**src/logic/vga_pkg.sv**
```systemverilog
/* vga pipeline shared types
   pixel bus, colour, coordinate, rect controller states and fixed colours */

package vga_pkg;

    // screen coordinate, wide enough for 800x600 totals
    typedef logic [10:0] pos_t;

    // 4 bits per channel, red in the top nibble
    typedef struct packed {
        logic [3:0] r;
        logic [3:0] g;
        logic [3:0] b;
    } rgb_t;

    // one pixel slot travelling between stages
    typedef struct packed {
        pos_t hcount;
        pos_t vcount;
        logic hsync;
        logic vsync;
        logic hblnk;
        logic vblnk;
        rgb_t rgb;
    } vga_bus_t;

    // rectangle position controller
    typedef enum logic {
        RECT_IDLE,
        RECT_PENDING
    } rect_state_t;

    // background palette
    localparam rgb_t COLOR_BORDER = 12'hfff;
    localparam rgb_t COLOR_LEFT   = 12'h048;
    localparam rgb_t COLOR_RIGHT  = 12'h480;
    localparam rgb_t COLOR_BLANK  = 12'h000;

endpackage

```
**src/logic/vga_timing.sv**
```systemverilog
/* vga timing generator
   beam counters with sync and blanking, registered onto the pixel bus */

`timescale 1ns/1ps

module vga_timing #(
    parameter int H_ACTIVE = 800,
    parameter int H_FP     = 40,
    parameter int H_SYNC   = 128,
    parameter int H_BP     = 88,
    parameter int V_ACTIVE = 600,
    parameter int V_FP     = 1,
    parameter int V_SYNC   = 4,
    parameter int V_BP     = 23
) (
    input  logic              clk,
    input  logic              arst_n,
    output vga_pkg::vga_bus_t tim_out
);
    import vga_pkg::*;

    localparam int H_TOTAL      = H_ACTIVE + H_FP + H_SYNC + H_BP;
    localparam int V_TOTAL      = V_ACTIVE + V_FP + V_SYNC + V_BP;
    localparam int H_SYNC_START = H_ACTIVE + H_FP;
    localparam int V_SYNC_START = V_ACTIVE + V_FP;

    pos_t     h_cnt;
    pos_t     v_cnt;
    logic     h_last;
    logic     v_last;
    vga_bus_t tim_nxt;

    // wrap points
    assign h_last = (h_cnt == pos_t'(H_TOTAL - 1));
    assign v_last = (v_cnt == pos_t'(V_TOTAL - 1));

    // beam counters
    always_ff @(posedge clk or negedge arst_n) begin
        if (!arst_n) begin
            h_cnt <= '0;
            v_cnt <= '0;
        end else if (h_last) begin
            h_cnt <= '0;
            // next line, or back to the top
            v_cnt <= v_last ? '0 : v_cnt + 1'b1;
        end else begin
            h_cnt <= h_cnt + 1'b1;
        end
    end

    // decode sync and blanking from the current count
    always_comb begin
        tim_nxt        = '0;
        tim_nxt.hcount = h_cnt;
        tim_nxt.vcount = v_cnt;
        // active-high sync pulses after the front porch
        tim_nxt.hsync  = (h_cnt >= pos_t'(H_SYNC_START))
                      && (h_cnt < pos_t'(H_SYNC_START + H_SYNC));
        tim_nxt.vsync  = (v_cnt >= pos_t'(V_SYNC_START))
                      && (v_cnt < pos_t'(V_SYNC_START + V_SYNC));
        tim_nxt.hblnk  = (h_cnt >= pos_t'(H_ACTIVE));
        tim_nxt.vblnk  = (v_cnt >= pos_t'(V_ACTIVE));
        // colour is filled in by later stages
        tim_nxt.rgb    = COLOR_BLANK;
    end

    // bus lags the counters by one clock
    always_ff @(posedge clk or negedge arst_n) begin
        if (!arst_n) begin
            tim_out <= '0;
        end else begin
            tim_out <= tim_nxt;
        end
    end

    // counters must never run past the frame size
    a_beam_range: assert property (@(posedge clk) disable iff (!arst_n)
        (h_cnt < pos_t'(H_TOTAL)) && (v_cnt < pos_t'(V_TOTAL)))
        else $error("beam counter out of range h=%0d v=%0d", h_cnt, v_cnt);

endmodule

```
**src/logic/rect_ctl.sv**
```systemverilog
/* rectangle position controller
   latches and clamps a requested position, applies it at frame start */

`timescale 1ns/1ps

module rect_ctl #(
    parameter int H_ACTIVE = 800,
    parameter int V_ACTIVE = 600,
    parameter int RECT_W   = 64,
    parameter int RECT_H   = 48
) (
    input  logic              clk,
    input  logic              arst_n,
    input  logic              pos_load,
    input  vga_pkg::pos_t     pos_x,
    input  vga_pkg::pos_t     pos_y,
    input  vga_pkg::vga_bus_t tim_in,
    output vga_pkg::pos_t     rect_x,
    output vga_pkg::pos_t     rect_y
);
    import vga_pkg::*;

    // furthest top-left corner that keeps the box on screen
    localparam pos_t X_MAX = pos_t'(H_ACTIVE - RECT_W);
    localparam pos_t Y_MAX = pos_t'(V_ACTIVE - RECT_H);

    rect_state_t state;
    rect_state_t state_nxt;
    pos_t        req_x;
    pos_t        req_y;
    logic        frame_start;

    // top-left pixel of a frame on the timing bus
    assign frame_start = (tim_in.hcount == '0) && (tim_in.vcount == '0);

    // requested position is clamped on the way in
    // a later load simply overwrites
    always_ff @(posedge clk) begin
        if (pos_load) begin
            req_x <= (pos_x > X_MAX) ? X_MAX : pos_x;
            req_y <= (pos_y > Y_MAX) ? Y_MAX : pos_y;
        end
    end

    // next state
    always_comb begin
        state_nxt = state;
        case (state)
            RECT_IDLE: begin
                if (pos_load) begin
                    state_nxt = RECT_PENDING;
                end
            end
            RECT_PENDING: begin
                // a fresh load at frame start waits for the next frame
                if (!pos_load && frame_start) begin
                    state_nxt = RECT_IDLE;
                end
            end
            default: state_nxt = RECT_IDLE;
        endcase
    end

    // state and applied position
    always_ff @(posedge clk or negedge arst_n) begin
        if (!arst_n) begin
            state  <= RECT_IDLE;
            rect_x <= '0;
            rect_y <= '0;
        end else begin
            state <= state_nxt;
            // frame start publishes the request already held
            if (state == RECT_PENDING && frame_start) begin
                rect_x <= req_x;
                rect_y <= req_y;
            end
        end
    end

    // position reaching the drawing stage is always in range
    a_rect_clamped: assert property (@(posedge clk) disable iff (!arst_n)
        (rect_x <= X_MAX) && (rect_y <= Y_MAX))
        else $error("rect position out of range x=%0d y=%0d", rect_x, rect_y);

endmodule

```
**src/logic/draw_bg.sv**
```systemverilog
/* background stage
   white frame border, one colour per half, one clock of latency */

`timescale 1ns/1ps

module draw_bg #(
    parameter int H_ACTIVE = 800,
    parameter int V_ACTIVE = 600
) (
    input  logic              clk,
    input  logic              arst_n,
    input  vga_pkg::vga_bus_t bg_in,
    output vga_pkg::vga_bus_t bg_out
);
    import vga_pkg::*;

    localparam pos_t H_LAST = pos_t'(H_ACTIVE - 1);
    localparam pos_t V_LAST = pos_t'(V_ACTIVE - 1);
    localparam pos_t H_HALF = pos_t'(H_ACTIVE / 2);

    logic is_border;
    rgb_t rgb_nxt;

    // outermost active rows and columns
    assign is_border = (bg_in.hcount == '0) || (bg_in.hcount == H_LAST)
                    || (bg_in.vcount == '0) || (bg_in.vcount == V_LAST);

    // colour pick, highest priority first
    always_comb begin
        if (bg_in.hblnk || bg_in.vblnk) begin
            rgb_nxt = COLOR_BLANK;
        end else if (is_border) begin
            rgb_nxt = COLOR_BORDER;
        end else if (bg_in.hcount < H_HALF) begin
            rgb_nxt = COLOR_LEFT;
        end else begin
            rgb_nxt = COLOR_RIGHT;
        end
    end

    // timing fields ride along unchanged
    always_ff @(posedge clk or negedge arst_n) begin
        if (!arst_n) begin
            bg_out <= '0;
        end else begin
            bg_out     <= bg_in;
            bg_out.rgb <= rgb_nxt;
        end
    end

endmodule

```
**src/logic/draw_rect.sv**
```systemverilog
/* rectangle overlay stage
   paints a solid box over the background, one clock of latency */

`timescale 1ns/1ps

module draw_rect #(
    parameter int            RECT_W     = 64,
    parameter int            RECT_H     = 48,
    parameter vga_pkg::rgb_t RECT_COLOR = 12'hf80
) (
    input  logic              clk,
    input  logic              arst_n,
    input  vga_pkg::pos_t     rect_x,
    input  vga_pkg::pos_t     rect_y,
    input  vga_pkg::vga_bus_t rect_in,
    output vga_pkg::vga_bus_t rect_out
);
    import vga_pkg::*;

    pos_t x_last;
    pos_t y_last;
    logic in_x;
    logic in_y;
    logic active;
    rgb_t rgb_nxt;

    // inclusive far edges of the box
    assign x_last = rect_x + pos_t'(RECT_W - 1);
    assign y_last = rect_y + pos_t'(RECT_H - 1);

    assign in_x   = (rect_in.hcount >= rect_x) && (rect_in.hcount <= x_last);
    assign in_y   = (rect_in.vcount >= rect_y) && (rect_in.vcount <= y_last);
    assign active = !rect_in.hblnk && !rect_in.vblnk;

    // never paint into the porches
    always_comb begin
        if (active && in_x && in_y) begin
            rgb_nxt = RECT_COLOR;
        end else begin
            rgb_nxt = rect_in.rgb;
        end
    end

    // output register, sync fields delayed with the colour
    always_ff @(posedge clk or negedge arst_n) begin
        if (!arst_n) begin
            rect_out <= '0;
        end else begin
            rect_out     <= rect_in;
            rect_out.rgb <= rgb_nxt;
        end
    end

    // blanking zeroed upstream must survive to the pins
    a_blank_black: assert property (@(posedge clk) disable iff (!arst_n)
        (rect_out.hblnk || rect_out.vblnk) |-> (rect_out.rgb == COLOR_BLANK))
        else $error("colour %h during blanking", rect_out.rgb);

endmodule

```
**src/logic/top_vga.sv**
```systemverilog
/* vga pixel pipeline top
   timing, background and rectangle stages driving the vga pins */

`timescale 1ns/1ps

module top_vga #(
    parameter int            H_ACTIVE   = 800,
    parameter int            H_FP       = 40,
    parameter int            H_SYNC     = 128,
    parameter int            H_BP       = 88,
    parameter int            V_ACTIVE   = 600,
    parameter int            V_FP       = 1,
    parameter int            V_SYNC     = 4,
    parameter int            V_BP       = 23,
    parameter int            RECT_W     = 64,
    parameter int            RECT_H     = 48,
    parameter vga_pkg::rgb_t RECT_COLOR = 12'hf80
) (
    input  logic          clk,
    input  logic          arst_n,
    input  logic          pos_load,
    input  vga_pkg::pos_t pos_x,
    input  vga_pkg::pos_t pos_y,
    output logic          hs,
    output logic          vs,
    output logic [3:0]    r,
    output logic [3:0]    g,
    output logic [3:0]    b
);
    import vga_pkg::*;

    // bus after each stage
    vga_bus_t tim_bus;
    vga_bus_t bg_bus;
    vga_bus_t out_bus;

    pos_t rect_x;
    pos_t rect_y;

    // pins straight from the last stage register
    assign hs = out_bus.hsync;
    assign vs = out_bus.vsync;
    assign r  = out_bus.rgb.r;
    assign g  = out_bus.rgb.g;
    assign b  = out_bus.rgb.b;

    vga_timing #(
        .H_ACTIVE (H_ACTIVE),
        .H_FP     (H_FP),
        .H_SYNC   (H_SYNC),
        .H_BP     (H_BP),
        .V_ACTIVE (V_ACTIVE),
        .V_FP     (V_FP),
        .V_SYNC   (V_SYNC),
        .V_BP     (V_BP)
    ) u_vga_timing (
        .clk     (clk),
        .arst_n  (arst_n),
        .tim_out (tim_bus)
    );

    // position updates aligned to the timing bus frame start
    rect_ctl #(
        .H_ACTIVE (H_ACTIVE),
        .V_ACTIVE (V_ACTIVE),
        .RECT_W   (RECT_W),
        .RECT_H   (RECT_H)
    ) u_rect_ctl (
        .clk      (clk),
        .arst_n   (arst_n),
        .pos_load (pos_load),
        .pos_x    (pos_x),
        .pos_y    (pos_y),
        .tim_in   (tim_bus),
        .rect_x   (rect_x),
        .rect_y   (rect_y)
    );

    draw_bg #(
        .H_ACTIVE (H_ACTIVE),
        .V_ACTIVE (V_ACTIVE)
    ) u_draw_bg (
        .clk    (clk),
        .arst_n (arst_n),
        .bg_in  (tim_bus),
        .bg_out (bg_bus)
    );

    draw_rect #(
        .RECT_W     (RECT_W),
        .RECT_H     (RECT_H),
        .RECT_COLOR (RECT_COLOR)
    ) u_draw_rect (
        .clk      (clk),
        .arst_n   (arst_n),
        .rect_x   (rect_x),
        .rect_y   (rect_y),
        .rect_in  (bg_bus),
        .rect_out (out_bus)
    );

endmodule

```
**config.mk**
```make
export PLATFORM = sky130hd
export DESIGN_NAME = top_vga
export DESIGN_NICKNAME = d
export VERILOG_FILES = /design/src/logic/vga_pkg.sv /design/src/logic/vga_timing.sv /design/src/logic/rect_ctl.sv /design/src/logic/draw_bg.sv /design/src/logic/draw_rect.sv /design/src/logic/top_vga.sv
export SDC_FILE = /design/constraint.sdc
export NUM_CORES = 1
export LEC_CHECK = 0
export ABC_AREA = 1
export BUFFER_PORTS_ARGS = -buffer_cell sky130_fd_sc_hd__buf_2
export CORE_AREA = 4 4 142 144
export CTS_CLUSTER_SIZE = 14
export DETAILED_ROUTE_END_ITERATION = 8
export DIE_AREA = 0 0 146 148
export GPL_TIMING_DRIVEN = 0
export SLEW_MARGIN = 5
export SYNTH_ARGS = -nofsm -noshare
export SYNTH_HDL_FRONTEND = slang
export SYNTH_SLANG_ARGS = --single-unit
```
**constraint.sdc**
```tcl
create_clock -name clk -period 6 [get_ports clk]
set_clock_uncertainty 0.1 [all_clocks]
set_input_delay 1.2 -clock clk [delete_from_list [all_inputs] [get_ports clk]]
set_output_delay 1.2 -clock clk [all_outputs]
set_load 0.01 [all_outputs]
```
---- Yosys cells after proc, flatten, opt, wreduce, memory -nomap -nowiden ----
Index checks and enable logic that the tools add are counted.
W data, S select, Z words.
cells by class
  reduce and logical (&&, ||, !) cells .... 19
  multiplexer cells ....................... 9
  equal/unequal tests ..................... 4
  divide/modulo/power cells ............... 0
  shifts and indexed selects .............. 0
  add/sub/neg operators ................... 4
  $mul .................................... 0
  order comparisons ....................... 13
  bitwise gates (word level) .............. 1
operators with widths
  kind                     count
  $ge A11 B10 Y1 const B   4
  $mux W12                 3
  $eq A11 B10 Y1 const B   3
  $mux W11                 3
  $add A11 B1 Y11 const B  2
  $add A11 B6 Y11 const B  2
  $ge A11 B11 Y1           2
  $gt A11 B10 Y1 const B   2
  $le A11 B11 Y1           2
  $logic_not A11 Y1        2
  $lt A11 B10 Y1 const B   2
  $eq A11 B11 Y1 const B   1
  $lt A11 B9 Y1 const B    1
  $logic_and A1 B1 Y1      10
  $logic_or A1 B1 Y1       4
  $logic_not A1 Y1         3
  $mux W1                  2
  $pmux W1 S2              1
  $not A1 Y1               1
word-level totals
  logic and storage cells ................. 77
  bits in writable memories ............... 0
  register bits after elaboration ......... 145
  bits in latches ......................... 0
  bits of input ports ..................... 25
  memories kept ........................... 0
  memory bits (read-only) ................. 0

---- Depth between registers and ports, before layout ----
Gate-level depths: netlist of run 1.
  depth in word-level cells ............... 6
  depth in mapped cells ................... 19
  mapped depth without buffers ............ 19

---- By module ----
A second synthesis of run 1 with hierarchy kept.
second synthesis, totals
  cells, all modules ...................... 860
  area total of the unflattened synthesis .. 7778.7 sq um
modules (own cells, without submodules)
  module      area an instance (sq um)  instances  cells each
  draw_rect   2558.7                    1          311
  vga_timing  2245.9                    1          246
  rect_ctl    1940.6                    1          206
  draw_bg     1033.5                    1          97

---- Worst setup path before layout of run 1 ----
No wires, ideal clock.
  kind .................................... register to register
  from .................................... register u_rect_ctl.rect_x[0]
  to ...................................... register u_draw_rect.rect_out[2] (netlist bit)
  stages on the path, launching flop included .. 20
  setup slack ............................. 3654 ps
  arrival ................................. 2127 ps
  data required time ...................... 5781 ps
  period minus slack after synthesis ...... 2346 ps
  cells stage by stage .................... dfrtp_1 > inv_1 > ha_1 > nand3_1 > nor2_1 > nand2_1 > nand2_1 > nor3_1 > xor2_1 > ha_1 > nand2_1 > inv_1 > nand2_1 > inv_1 > nand2_1 > nand3_1 > nand2_1 > nand3_1 > nor2_1 > nor2_1
between the ends
  word-level cells in the longest chain between the ends .. 6
  elaborated cells on any way between the ends .. 7
  those cells by class .................... 1 x add/sub; 2 x order compare; 1 x mux; 3 x reduce/logical
ends and longest elaborated chain
  item                                   line             RTL
  start, declared                        rect_ctl.sv:18   output vga_pkg::pos_t rect_x,
  start signal, assigned                 rect_ctl.sv:74   rect_x <= req_x;
  $add A11 B6 Y11                        draw_rect.sv:28  assign x_last = rect_x + pos_t'(RECT_W - 1);
  $le A11 B11 Y1                         draw_rect.sv:31  assign in_x = (rect_in.hcount >= rect_x) && (rect_in.hcount <= x_last);
  $logic_and A1 B1 Y1 (*)                draw_rect.sv:31
  $logic_and A1 B1 Y1 (*) (2 in series)  draw_rect.sv:37  if (active && in_x && in_y) begin
  $mux W12 (*)                           draw_rect.sv:37
  end signal, assigned                   draw_rect.sv:49  rect_out <= rect_in;
  end, declared                          draw_rect.sv:16  output vga_pkg::vga_bus_t rect_out
Mark *: on every way between the ends. The rest lies on a longest branch, timed or not.
A chain may end at the register's enable or synchronous reset.

---- Worst setup path after layout of run 1 ----
  from .................................... register u_rect_ctl.rect_y[0]
  to ...................................... register u_draw_rect.rect_out[6] (netlist bit)
between the ends
  word-level cells in the longest chain between the ends .. 5
  elaborated cells on any way between the ends .. 6
  those cells by class .................... 1 x add/sub; 2 x order compare; 1 x mux; 2 x reduce/logical
ends and longest elaborated chain
  item                     line             RTL
  start, declared          rect_ctl.sv:19   output vga_pkg::pos_t rect_y
  start signal, assigned   rect_ctl.sv:75   rect_y <= req_y;
  $add A11 B6 Y11          draw_rect.sv:29  assign y_last = rect_y + pos_t'(RECT_H - 1);
  $le A11 B11 Y1           draw_rect.sv:32  assign in_y = (rect_in.vcount >= rect_y) && (rect_in.vcount <= y_last);
  $logic_and A1 B1 Y1 (*)  draw_rect.sv:32
  $logic_and A1 B1 Y1 (*)  draw_rect.sv:37
  $mux W12 (*)             draw_rect.sv:37
Marks and branches as above.

==> impl_metrics.csv, run 1 <==
group,metric,value,unit
run_status,outcome,"finished, final reports clean",
drt,drc_errors,0,
drt,vias_per_cell,4.44,
synthesis,synth_area,0.00649,mm²
power,ir_worst_vdd,191,µV
global_routing,gr-usage-all-layers,11.7,%
drt,ant_nets,0,
clocking,post_cts_resized,0,
placement,placed_area,0.00700,mm²
synthesis,seq_area_frac_synth,51.1,%
sta,rsz0062_at_grt,"no",
worst_setup_path,path_class,"reg2reg",
clocking,cts_setup_buffers,0,
die,die_area,0.0216,mm²
final_layout,stdcell_area,0.00756,mm²
global_routing,use_met2,19.0,%
clocking,worstSkewPairLatency,410,ps
sta,worst_pin_slew,632,ps
final_layout,mostFrequentLayoutCells,"165 x nand2_1, 107 x inv_1, 106 x dfrtp_1, 63 x nor2_1, 52 x nand3_1",
clocking,cts_hold_buf,0,
worst_setup_path,reg2reg_slack,3280,ps
final_layout,final_common_cell,"nand2_1",
die,start_util,34.7,%
global_routing,grt_first_pass_wirelength,20400,µm
synthesis,ys.flop_type,"dfrtp_1",
clocking,cts_root_buf,"clkbuf_16",
final_layout,antennaDiodeCount,0,
synthesis,synth_edf_count,22,
placement,dpl.cell_count,984,
placement,dp_hpwl,8890,µm
sta,fmaxAchievable,0.368,GHz
synthesis,syn-instance-count,710,
worst_setup_path,path_cells,"inv_1 > ha_1 > nand3_1 > nand2_1 > nand2_1 > nand4_1 > nor2_1 > xor2_1 > ha_1 > nand2_1 > nor2_1 > and2_1 > nand2_1 > nand3_1 > nand2_1 > nand2_1 > nor2_1 > nor2_1",
final_layout,stdcell_count,1016,
global_routing,busiest_layer,"met2",
sta,period_needed,2720,ps
synthesis,async_flop_share,82.8,%
drt,wl,11700,µm
global_routing,grt_pass1_vias,4360,
power,p_total,2.05,mW
sta,setup_viol,0,
worst_setup_path,cp-startpoint,"u_rect_ctl.rect_y[0]$_DFFE_PN0P_",
die,rows,50,
synthesis,synth.avg_cell_area,9.14,µm²
final_layout,nFillCells,1847,
final_layout,post-route-util,40.4,%
synthesis,synth_warnings,0,
worst_setup_path,timing.rr.start,"u_rect_ctl.rect_y[0]$_DFFE_PN0P_",
sta,hold_slack,246,ps
placement,preCtsSetupSlack,3270,ps
placement,gp_congestion,0.798,
die,core-area,0.0187,mm²
worst_setup_path,cp_num_buf_inv,1,
clocking,cts_buffers,17,
sta,finalHoldViolations,0,
placement,port_buffers,38,
die,die_y,148,µm
clocking,cts_buffer_depth,2,
sta,postLayoutSetupSlackWorst,3280,ps
sta,maxSlewViolCount,0,
worst_setup_path,r2r-end,"u_draw_rect.rect_out[6]$_DFF_PN0_",
sta,relSlewSlack,57.9,%
global_routing,grt.met1_usage,14.8,%
worst_setup_path,cp_top_family,"simple AND/OR/NAND/NOR gates",
clocking,cts.clk_slew.worst_paths,60,ps
job,drv_cap,0,
worst_setup_path,cp_slowest_stage_delay,400,ps
clocking,clkSinkCount,128,
worst_setup_path,critical_path.most_common_cell,"nand2_1",
worst_setup_path,startpoint_type,"flop",
worst_setup_path,endpoint_kind,"flop",
power,powerDensity,271,mW/mm²
worst_setup_path,critPathRequiredTime,6240,ps
final_layout,nNetsFinal,845,
sta,timing.setup.tns,0,ps
drt,drtIter0Drc,194,
global_routing,grt-ovfl-total,0,
drt,wire_per_inst,11.5,µm
global_routing,use_met3,3.25,%
synthesis,synth_cell_types,39,
clocking,cts_tree,"done",
global_routing,antenna_found_initial,0,
power,p_leak,3.88,nW
min_path,hp-start,"u_vga_timing.tim_out[14]$_DFF_PN0_",
sta,post-route-period-util,45.3,%
die,io_pins,39,
drt,vias,4512,
final_layout,syn_to_final_growth,16.6,%
clocking,cts_htree_levels,4,
worst_setup_path,slowest_stage,"dfrtp_1",
worst_setup_path,critical_path.max_fanout,4,
worst_setup_path,r2r_cells,18,
synthesis,synth-seq-cells,128,
worst_setup_path,worst_ep_arrival_time,2960,ps
drt,drtPass1Iterations,4,
global_routing,grt_max_degree,60,
min_path,min_path_type,"reg2reg",
die,dieWidth,146,µm
final_layout,layout-drive-gt1-share,12.3,%
min_path,holdPathStages,0,
min_path,hold_end,"u_draw_bg.bg_out[14]$_DFF_PN0_",
final cells by class:
class	instances	area [µm²]	share of cell area, %
clock buffers	24	482	6.37
clock inverters	8	78.8	1.04
repair buffers	39	220	2.91
plain buffers	16	123	1.62
well taps	234	293	3.87
multi-input cells	459	2650	35.0
flip-flops and latches	128	3310	43.8
inverters	108	405	5.36
report_power, final:
part / switching [mW] / internal, mW
combinational: 0.100 / 0.0589
sequential: 0.0167 / 0.913
clock: 0.362 / 0.603
total: 0.479 / 1.57
worst max path at each step:
stage          cells after the start  slack [ps]                                 to
2_1_floorplan                     19        3650  u_draw_rect.rect_out[2]$_DFF_PN0_
3_3_place_gp                       1        2440  u_vga_timing.v_cnt[2]$_DFFE_PN0N_
6_report                          18        3280  u_draw_rect.rect_out[6]$_DFF_PN0_
5_1_grt                           18        2960  u_draw_rect.rect_out[6]$_DFF_PN0_
3_5_place_dp                      18        3270  u_draw_rect.rect_out[6]$_DFF_PN0_
4_1_cts                           18        3240  u_draw_rect.rect_out[6]$_DFF_PN0_
sequential cells by signal, indices dropped and copies added (netlist names):
register,flops
u_draw_bg.bg_out,29
u_draw_rect.rect_out,6
u_rect_ctl.rect_x,11
u_rect_ctl.rect_y,11
u_rect_ctl.req_x,11
u_rect_ctl.req_y,11
u_rect_ctl.state,1
u_vga_timing.h_cnt,11
u_vga_timing.tim_out,26
u_vga_timing.v_cnt,11
routing by layer:
metal | part of all wire (%) | vias up
met3 | 3.5 | 14
met4 | 1.8 | 0
met5 | 0 | -
li1 | - | 2386
met1 | 48 | 2049
met2 | 47 | 63
cells in the mapped netlist (4+ instances only):
master	number	area share, %
buf_4	8	0.93
edfxtp_1	22	10
nand4_1	7	0.68
nand2_1	165	9.5
nor4_1	6	0.58
nor3b_1	5	0.58
ha_1	51	9.8
o21ai_0	19	1.5
dfrtp_1	106	41
xor2_1	21	2.8
inv_1	107	6.2
a21oi_1	19	1.5
nor3_1	15	1.2
a31oi_1	4	0.39
a21o_1	4	0.46
nor2_1	63	3.6
nand3_1	52	4.0
buf_6	4	0.69
cell families after synthesis:
| kind of cell | Yosys count | share of synthesized area [%] |
|---|---|---|
| xor+xnor | 23 | 3.11 |
| fa+ha+maj | 51 | 9.84 |
| other cells | 1 | 0.0578 |
| compound gates | 50 | 4.24 |
| simple gates | 333 | 23.5 |
| flops | 128 | 51.1 |
| buf+inv | 124 | 8.14 |
Note: power is estimated with default switching activity, not from simulation.
==> run 2: changes to the inputs <==
--- a/config.mk
+++ b/config.mk
@@ -5,12 +5,12 @@
 export SDC_FILE = /design/constraint.sdc
 export NUM_CORES = 1
 export LEC_CHECK = 0
-export ABC_AREA = 1
+export ABC_AREA = 0
 export BUFFER_PORTS_ARGS = -buffer_cell sky130_fd_sc_hd__buf_2
-export CORE_AREA = 4 4 142 144
+export CORE_AREA = 4 4 137 139
 export CTS_CLUSTER_SIZE = 14
 export DETAILED_ROUTE_END_ITERATION = 8
-export DIE_AREA = 0 0 146 148
+export DIE_AREA = 0 0 141 143
 export GPL_TIMING_DRIVEN = 0
 export SLEW_MARGIN = 5
 export SYNTH_ARGS = -nofsm -noshare
==> constraint.sdc (replaced) <==
create_clock -name clk -period 2.8 [get_ports clk]
set_clock_uncertainty 0.1 [all_clocks]
set_input_delay 0.56 -clock clk [delete_from_list [all_inputs] [get_ports clk]]
set_output_delay 0.56 -clock clk [all_outputs]
set_load 0.01 [all_outputs]
==> impl_metrics.csv, run 2 <==
group,metric,value,unit
run_status,outcome,"finished with violations",
run_status,failed_checks,"negative setup slack",
sta,timing.setup.tns,-364,ps
power,ir_worst_vdd,364,µV
final_layout,mostFrequentLayoutCells,"104 x dfrtp_1, 50 x ha_1, 37 x buf_2, 32 x inv_1, 26 x nand2_1",
worst_setup_path,worst_ep_arrival_time,3050,ps
min_path,min_path_type,"in2async",
worst_setup_path,path_class,"reg2reg",
drt,drtPass1Iterations,4,
final_layout,top_regs,"u_draw_bg.bg_out x29, u_vga_timing.tim_out x26",
global_routing,antenna_found_initial,0,
placement,dp_hpwl,8030,µm
die,die_area,0.0202,mm²
worst_setup_path,critPathRequiredTime,2940,ps
drt,wire_per_inst,13.8,µm
final_layout,nFillCells,1646,
die,dieWidth,141,µm
synthesis,yosysMostFrequentCell,"dfrtp_1",
final_layout,antennaDiodeCount,0,
sta,fmaxAchievable,0.344,GHz
die,io_pins,39,
synthesis,async_flop_share,82.8,%
synthesis,synth_cell_types,54,
final_layout,nNetsFinal,638,
clocking,cts_buffer_depth,2,
placement,placed_area,0.00657,mm²
power,powerDensity,606,mW/mm²
synthesis,synth_area_leaders,"dfrtp_1 44%, edfxtp_1 11%, ha_1 11%",
placement,dpl.cell_count,763,
final_layout,largest_reg_flops,29,
sta,relSlewSlack,52.7,%
sta,hold_slack,96.8,ps
synthesis,yosys.area.top_type,"dfrtp_1",
job,drv_cap,0,
worst_setup_path,cp_slowest_stage_delay,450,ps
power,p_leak,3.35,nW
worst_setup_path,critical_path.max_fanout,4,
final_layout,stdcell_count,804,
synthesis,synth_top_area_share,43.8,%
die,rows,49,
drt,vias_per_cell,4.80,
die,start_util,34.3,%
clocking,cts_root_buf,"clkbuf_16",
worst_setup_path,path_cells,"nor4_4 > nand2_1 > xnor2_1 > ha_1 > nand4_1 > or2_4 > or3_4 > a2111oi_4 > a41oi_2",
drt,wl,11100,µm
global_routing,grt_max_degree,57,
synthesis,seq_area_frac_synth,54.7,%
drt,vias,3862,
sta,rsz0062_at_grt,"yes",
final_layout,layout-drive-gt1-share,23.0,%
clocking,cts_hold_buf,0,
placement,gp_congestion,0.880,
clocking,cts_buffers,17,
global_routing,grt_first_pass_wirelength,18900,µm
worst_setup_path,slowest_stage,"a2111oi_4",
synthesis,synth_area,0.00605,mm²
synthesis,synth_common_cells,"106 x dfrtp_1, 51 x ha_1, 32 x inv_1, 27 x nand2_1, 25 x nor2_1",
final_layout,final_common_cell,"dfrtp_1",
power,p_total,4.41,mW
sta,setup_viol,4,
die,die_y,143,µm
sta,worst_pin_slew,710,ps
clocking,cts.clk_slew.worst_paths,60,ps
drt,ant_nets,0,
placement,port_buffers,38,
sta,post-route-period-util,104,%
final_layout,post-route-util,41.2,%
worst_setup_path,cp_top_family,"simple AND/OR/NAND/NOR gates",
synthesis,syn-instance-count,494,
clocking,clkSinkCount,128,
sta,period_needed,2910,ps
worst_setup_path,startpoint_type,"flop",
sta,finalHoldViolations,0,
global_routing,gr-usage-all-layers,11.7,%
drt,drc_errors,0,
synthesis,synth-seq-cells,128,
synthesis,ys.flop_type,"dfrtp_1",
placement,preCtsSetupSlack,-425,ps
final_layout,stdcell_area,0.00728,mm²
drt,drtIter0Drc,201,
synthesis,synth.avg_cell_area,12.3,µm²
sta,maxSlewViolCount,0,
clocking,cts_tree,"done",
synthesis,synth_edf_count,22,
final_layout,syn_to_final_growth,20.3,%
die,core-area,0.0177,mm²
clocking,worstSkewPairLatency,410,ps
global_routing,grt_pass1_vias,4005,
worst_setup_path,cp_num_buf_inv,0,
global_routing,grt-ovfl-total,0,
sta,postLayoutSetupSlackWorst,-106,ps
synthesis,synth_warnings,0,
final_layout,largest_register,"u_draw_bg.bg_out",
worst_setup_path,endpoint_kind,"flop",
clocking,cts_htree_levels,4,
run 2: final cells by class:
class	count	area [µm²]	share of cell area, %
Sequential cell	128	3320	45.5
Buffer	14	97.6	1.34
Tap cell	229	287	3.94
Multi-Input combinational cell	321	2620	36.0
Clock buffer	25	485	6.67
Timing Repair Buffer	48	288	3.95
Clock inverter	7	62.6	0.859
Inverter	32	120	1.65
run 2: layer usage:
metal / vias to the layer above / part of all wire (%) / track usage, % / wire, µm
met5: - / 0 / 0 / 0
met4: 0 / 1.4 / 5.30 / 152
met1: 1905 / 44 / 13.6 / 4920
li1: 1892 / - / - / -
met2: 48 / 52 / 20.7 / 5750
met3: 17 / 2.6 / 2.44 / 286
run 2: power by group:
part / internal (mW) / leakage (nW) / switching, mW
Combinational: 0.189 / 1.52 / 0.203
Clock: 1.28 / 0.271 / 0.734
Sequential: 1.96 / 1.57 / 0.0444
run 2: cell families after synthesis:
| kind of cell | synth area share (%) |
|---|---|
| other cells | 0.0619 |
| mux | 5.52 |
| xor+xnor | 4.49 |
| simple gates | 13.0 |
| buf+inv | 3.60 |
| fa+ha+maj | 10.5 |
| flops | 54.7 |
| compound gates | 8.02 |
run 2: what timing repair did:
item,in CTS,in global routing
setup endpoints to repair,4,4
resized for setup,11,10
pin swaps,10,10
setup buffers,8,2
run 2: final timing paths:
path,start,endpoint,slack [ps],cells after the start
worst max-delay path,u_rect_ctl.rect_x[4]$_DFFE_PN0P_,u_draw_rect.rect_out[6]$_DFF_PN0_,-110,9
worst min-delay path,arst_n,u_rect_ctl.rect_x[7]$_DFFE_PN0P_,100,1
worst max register to register,u_rect_ctl.rect_x[4]$_DFFE_PN0P_,u_draw_rect.rect_out[6]$_DFF_PN0_,-110,9
worst min register to register,u_draw_bg.bg_out[14]$_DFF_PN0_,u_draw_rect.rect_out[14]$_DFF_PN0_,250,0
max in group asynchronous,arst_n,u_vga_timing.v_cnt[5]$_DFFE_PN0N_,1810,2
min in group clk,u_draw_bg.bg_out[14]$_DFF_PN0_,u_draw_rect.rect_out[14]$_DFF_PN0_,250,0
==> run 3: changes to the inputs <==
--- a/config.mk
+++ b/config.mk
@@ -7,11 +7,13 @@
 export LEC_CHECK = 0
 export ABC_AREA = 0
 export BUFFER_PORTS_ARGS = -buffer_cell sky130_fd_sc_hd__buf_2
-export CORE_AREA = 4 4 137 139
+export CORE_AREA = 2 2 135 137
+export CTS_CLUSTER_DIAMETER = 50
 export CTS_CLUSTER_SIZE = 14
 export DETAILED_ROUTE_END_ITERATION = 8
-export DIE_AREA = 0 0 141 143
+export DIE_AREA = 0 0 137 139
 export GPL_TIMING_DRIVEN = 0
+export SETUP_SLACK_MARGIN = 0.5
 export SLEW_MARGIN = 5
 export SYNTH_ARGS = -nofsm -noshare
 export SYNTH_HDL_FRONTEND = slang
==> impl_metrics.csv, run 3 (synthesized netlist as in run 2, its figures left out) <==
group,metric,value,unit
final_layout,largest_reg_flops,29,
sta,postLayoutSetupSlackWorst,-57.8,ps
global_routing,antenna_found_initial,0,
placement,gp_congestion,0.871,
sta,hold_slack,84.4,ps
drt,wl,11600,µm
drt,vias,3889,
sta,timing.setup.tns,-198,ps
final_layout,layout.area.seq,0.00331,mm²
global_routing,gr-usage-all-layers,13.4,%
drt,drtPass1Iterations,4,
final_layout,stdcell_area,0.00729,mm²
final_layout,final_common_cell,"dfrtp_1",
global_routing,grt-ovfl-total,0,
worst_setup_path,critical_path.max_fanout,4,
clocking,cts_tree,"done",
die,die_area,0.0190,mm²
run_status,outcome,"finished with violations",
drt,drtIter0Drc,305,
worst_setup_path,reg2reg_slack,-60,ps
power,ir_worst_vdd,385,µV
clocking,worstSkewPairLatency,430,ps
worst_setup_path,startpoint_type,"flop",
clocking,cts_buffers,17,
clocking,cts_root_buf,"clkbuf_16",
die,io_pins,39,
final_layout,mostFrequentLayoutCells,"105 x dfrtp_1, 50 x ha_1, 37 x buf_2, 32 x inv_1, 27 x nand2_1",
worst_setup_path,path_class,"reg2reg",
drt,wire_per_inst,14.5,µm
run_status,failed_checks,"negative setup slack",
sta,fmaxAchievable,0.350,GHz
min_path,min_path_type,"in2async",
worst_setup_path,worst_ep_arrival_time,3030,ps
die,die_y,139,µm
worst_setup_path,path_cells,"nor4_4 > nand2_1 > xnor2_1 > ha_1 > nand4_1 > or2_4 > or3_4 > a2111oi_4 > a41oi_1",
final_layout,top_regs,"u_draw_bg.bg_out x29, u_vga_timing.tim_out x26",
sta,rsz0062_at_grt,"yes",
die,rows,49,
worst_setup_path,slowest_stage,"dfrtp_1",
global_routing,grt_pass1_vias,4086,
sta,finalHoldViolations,0,
final_layout,largest_register,"u_draw_bg.bg_out",
sta,setup_viol,4,
power,p_leak,3.37,nW
global_routing,grt_max_degree,56,
final_layout,multi_input_area,0.00259,mm²
placement,placed_area,0.00659,mm²
worst_setup_path,endpoint_kind,"flop",
drt,ant_nets,0,
sta,period_needed,2860,ps
clocking,cts.clk_slew.worst_paths,60,ps
worst_setup_path,cp_slowest_stage_delay,420,ps
die,core-area,0.0177,mm²
drt,vias_per_cell,4.86,
final_layout,nFillCells,1644,
power,powerDensity,641,mW/mm²
sta,maxSlewViolCount,0,
final_layout,syn_to_final_growth,20.5,%
drt,drc_errors,0,
clocking,cts_buffer_depth,2,
clocking,cts_hold_buf,0,
sta,relSlewSlack,53.2,%
placement,port_buffers,38,
placement,dp_hpwl,8350,µm
worst_setup_path,critPathRequiredTime,2970,ps
global_routing,grt_first_pass_wirelength,19800,µm
clocking,cts_htree_levels,4,
final_layout,antennaDiodeCount,0,
die,dieWidth,137,µm
clocking,clkSinkCount,128,
sta,worst_pin_slew,703,ps
job,drv_cap,0,
sta,post-route-period-util,102,%
final_layout,nNetsFinal,635,
final_layout,layout-drive-gt1-share,22.0,%
die,start_util,34.3,%
## run 3: changes by cell type in the layout (fill, tap and decap cells not counted), sizes merged
| cell | delta |
|---|---|
| clkinv | +3 |
| inv | +1 |
| buf | -3 |
| bufinv | +3 |
| clkbuf | -6 |
| clkinvlp | -1 |
## run 3: what timing repair did
| action | in CTS | in global routing |
|---|---|---|
| pin swaps | 7 | 2 |
| setup buffers | 5 | 1 |
| endpoints found under the setup margin | 4 | 6 |
| gates resized for setup | 8 | 3 |
## run 3: layout make-up
class	instances	area share [%]
Clock buffer	19	5.94
Clock inverter	13	2.57
Buffer	14	1.36
Timing Repair Buffer	45	3.64
Tap cell	229	3.93
Inverter	32	1.65
Sequential cell	128	45.5
Multi-Input combinational cell	321	35.5
## run 3: where the power goes
group | internal (mW) | total [mW] | switching [mW]
registers | 1.96 | 2.00 | 0.0479
clock network | 1.49 | 2.30 | 0.805
logic | 0.179 | 0.377 | 0.199
## run 3: final timing paths
path | start | endpoint | depth (start not counted)
max reg2reg | u_rect_ctl.rect_x[4]$_DFFE_PN0P_ | u_draw_rect.rect_out[6]$_DFF_PN0_ | 9
min in group clk | u_draw_bg.bg_out[15]$_DFF_PN0_ | u_draw_rect.rect_out[15]$_DFF_PN0_ | 0
min reg2reg | u_draw_bg.bg_out[15]$_DFF_PN0_ | u_draw_rect.rect_out[15]$_DFF_PN0_ | 0
max | u_rect_ctl.rect_x[4]$_DFFE_PN0P_ | u_draw_rect.rect_out[6]$_DFF_PN0_ | 9
max in group asynchronous | arst_n | u_vga_timing.tim_out[17]$_DFF_PN0_ | 2
min | arst_n | u_rect_ctl.rect_x[2]$_DFFE_PN0P_ | 1
## run 3: critical path: cells and delay by family, from the launching register on
kind,cells,cell delay (ps)
AND/OR/NAND/NOR,5,1160
XOR/XNOR,1,140
flip-flops,1,420
AO/OA/AOI/OAI,2,580
adder cells (fa/ha/maj),1,300
## run 3: through the flow
step	utilization, %	std cells	setup slack, ps	power [mW]
after detailed placement	37.3	763	-404	2.40
after floorplan	-	495	71.2	2.26
after CTS	41.2	800	-50.4	4.74
after global routing	41.3	801	-216	4.88
after global placement	37.1	762	-317	2.37
final	41.3	801	-57.8	4.68
## run 3: routing by layer
| layer | routed length (µm) | vias to the layer above | track usage (%) |
|---|---|---|---|
| li1 | - | 1887 | - |
| met1 | 5230 | 1911 | 16.2 |
| met2 | 5700 | 70 | 21.7 |
| met3 | 419 | 21 | 3.76 |
| met4 | 262 | 0 | 6.46 |
| met5 | 0 | - | 0 |
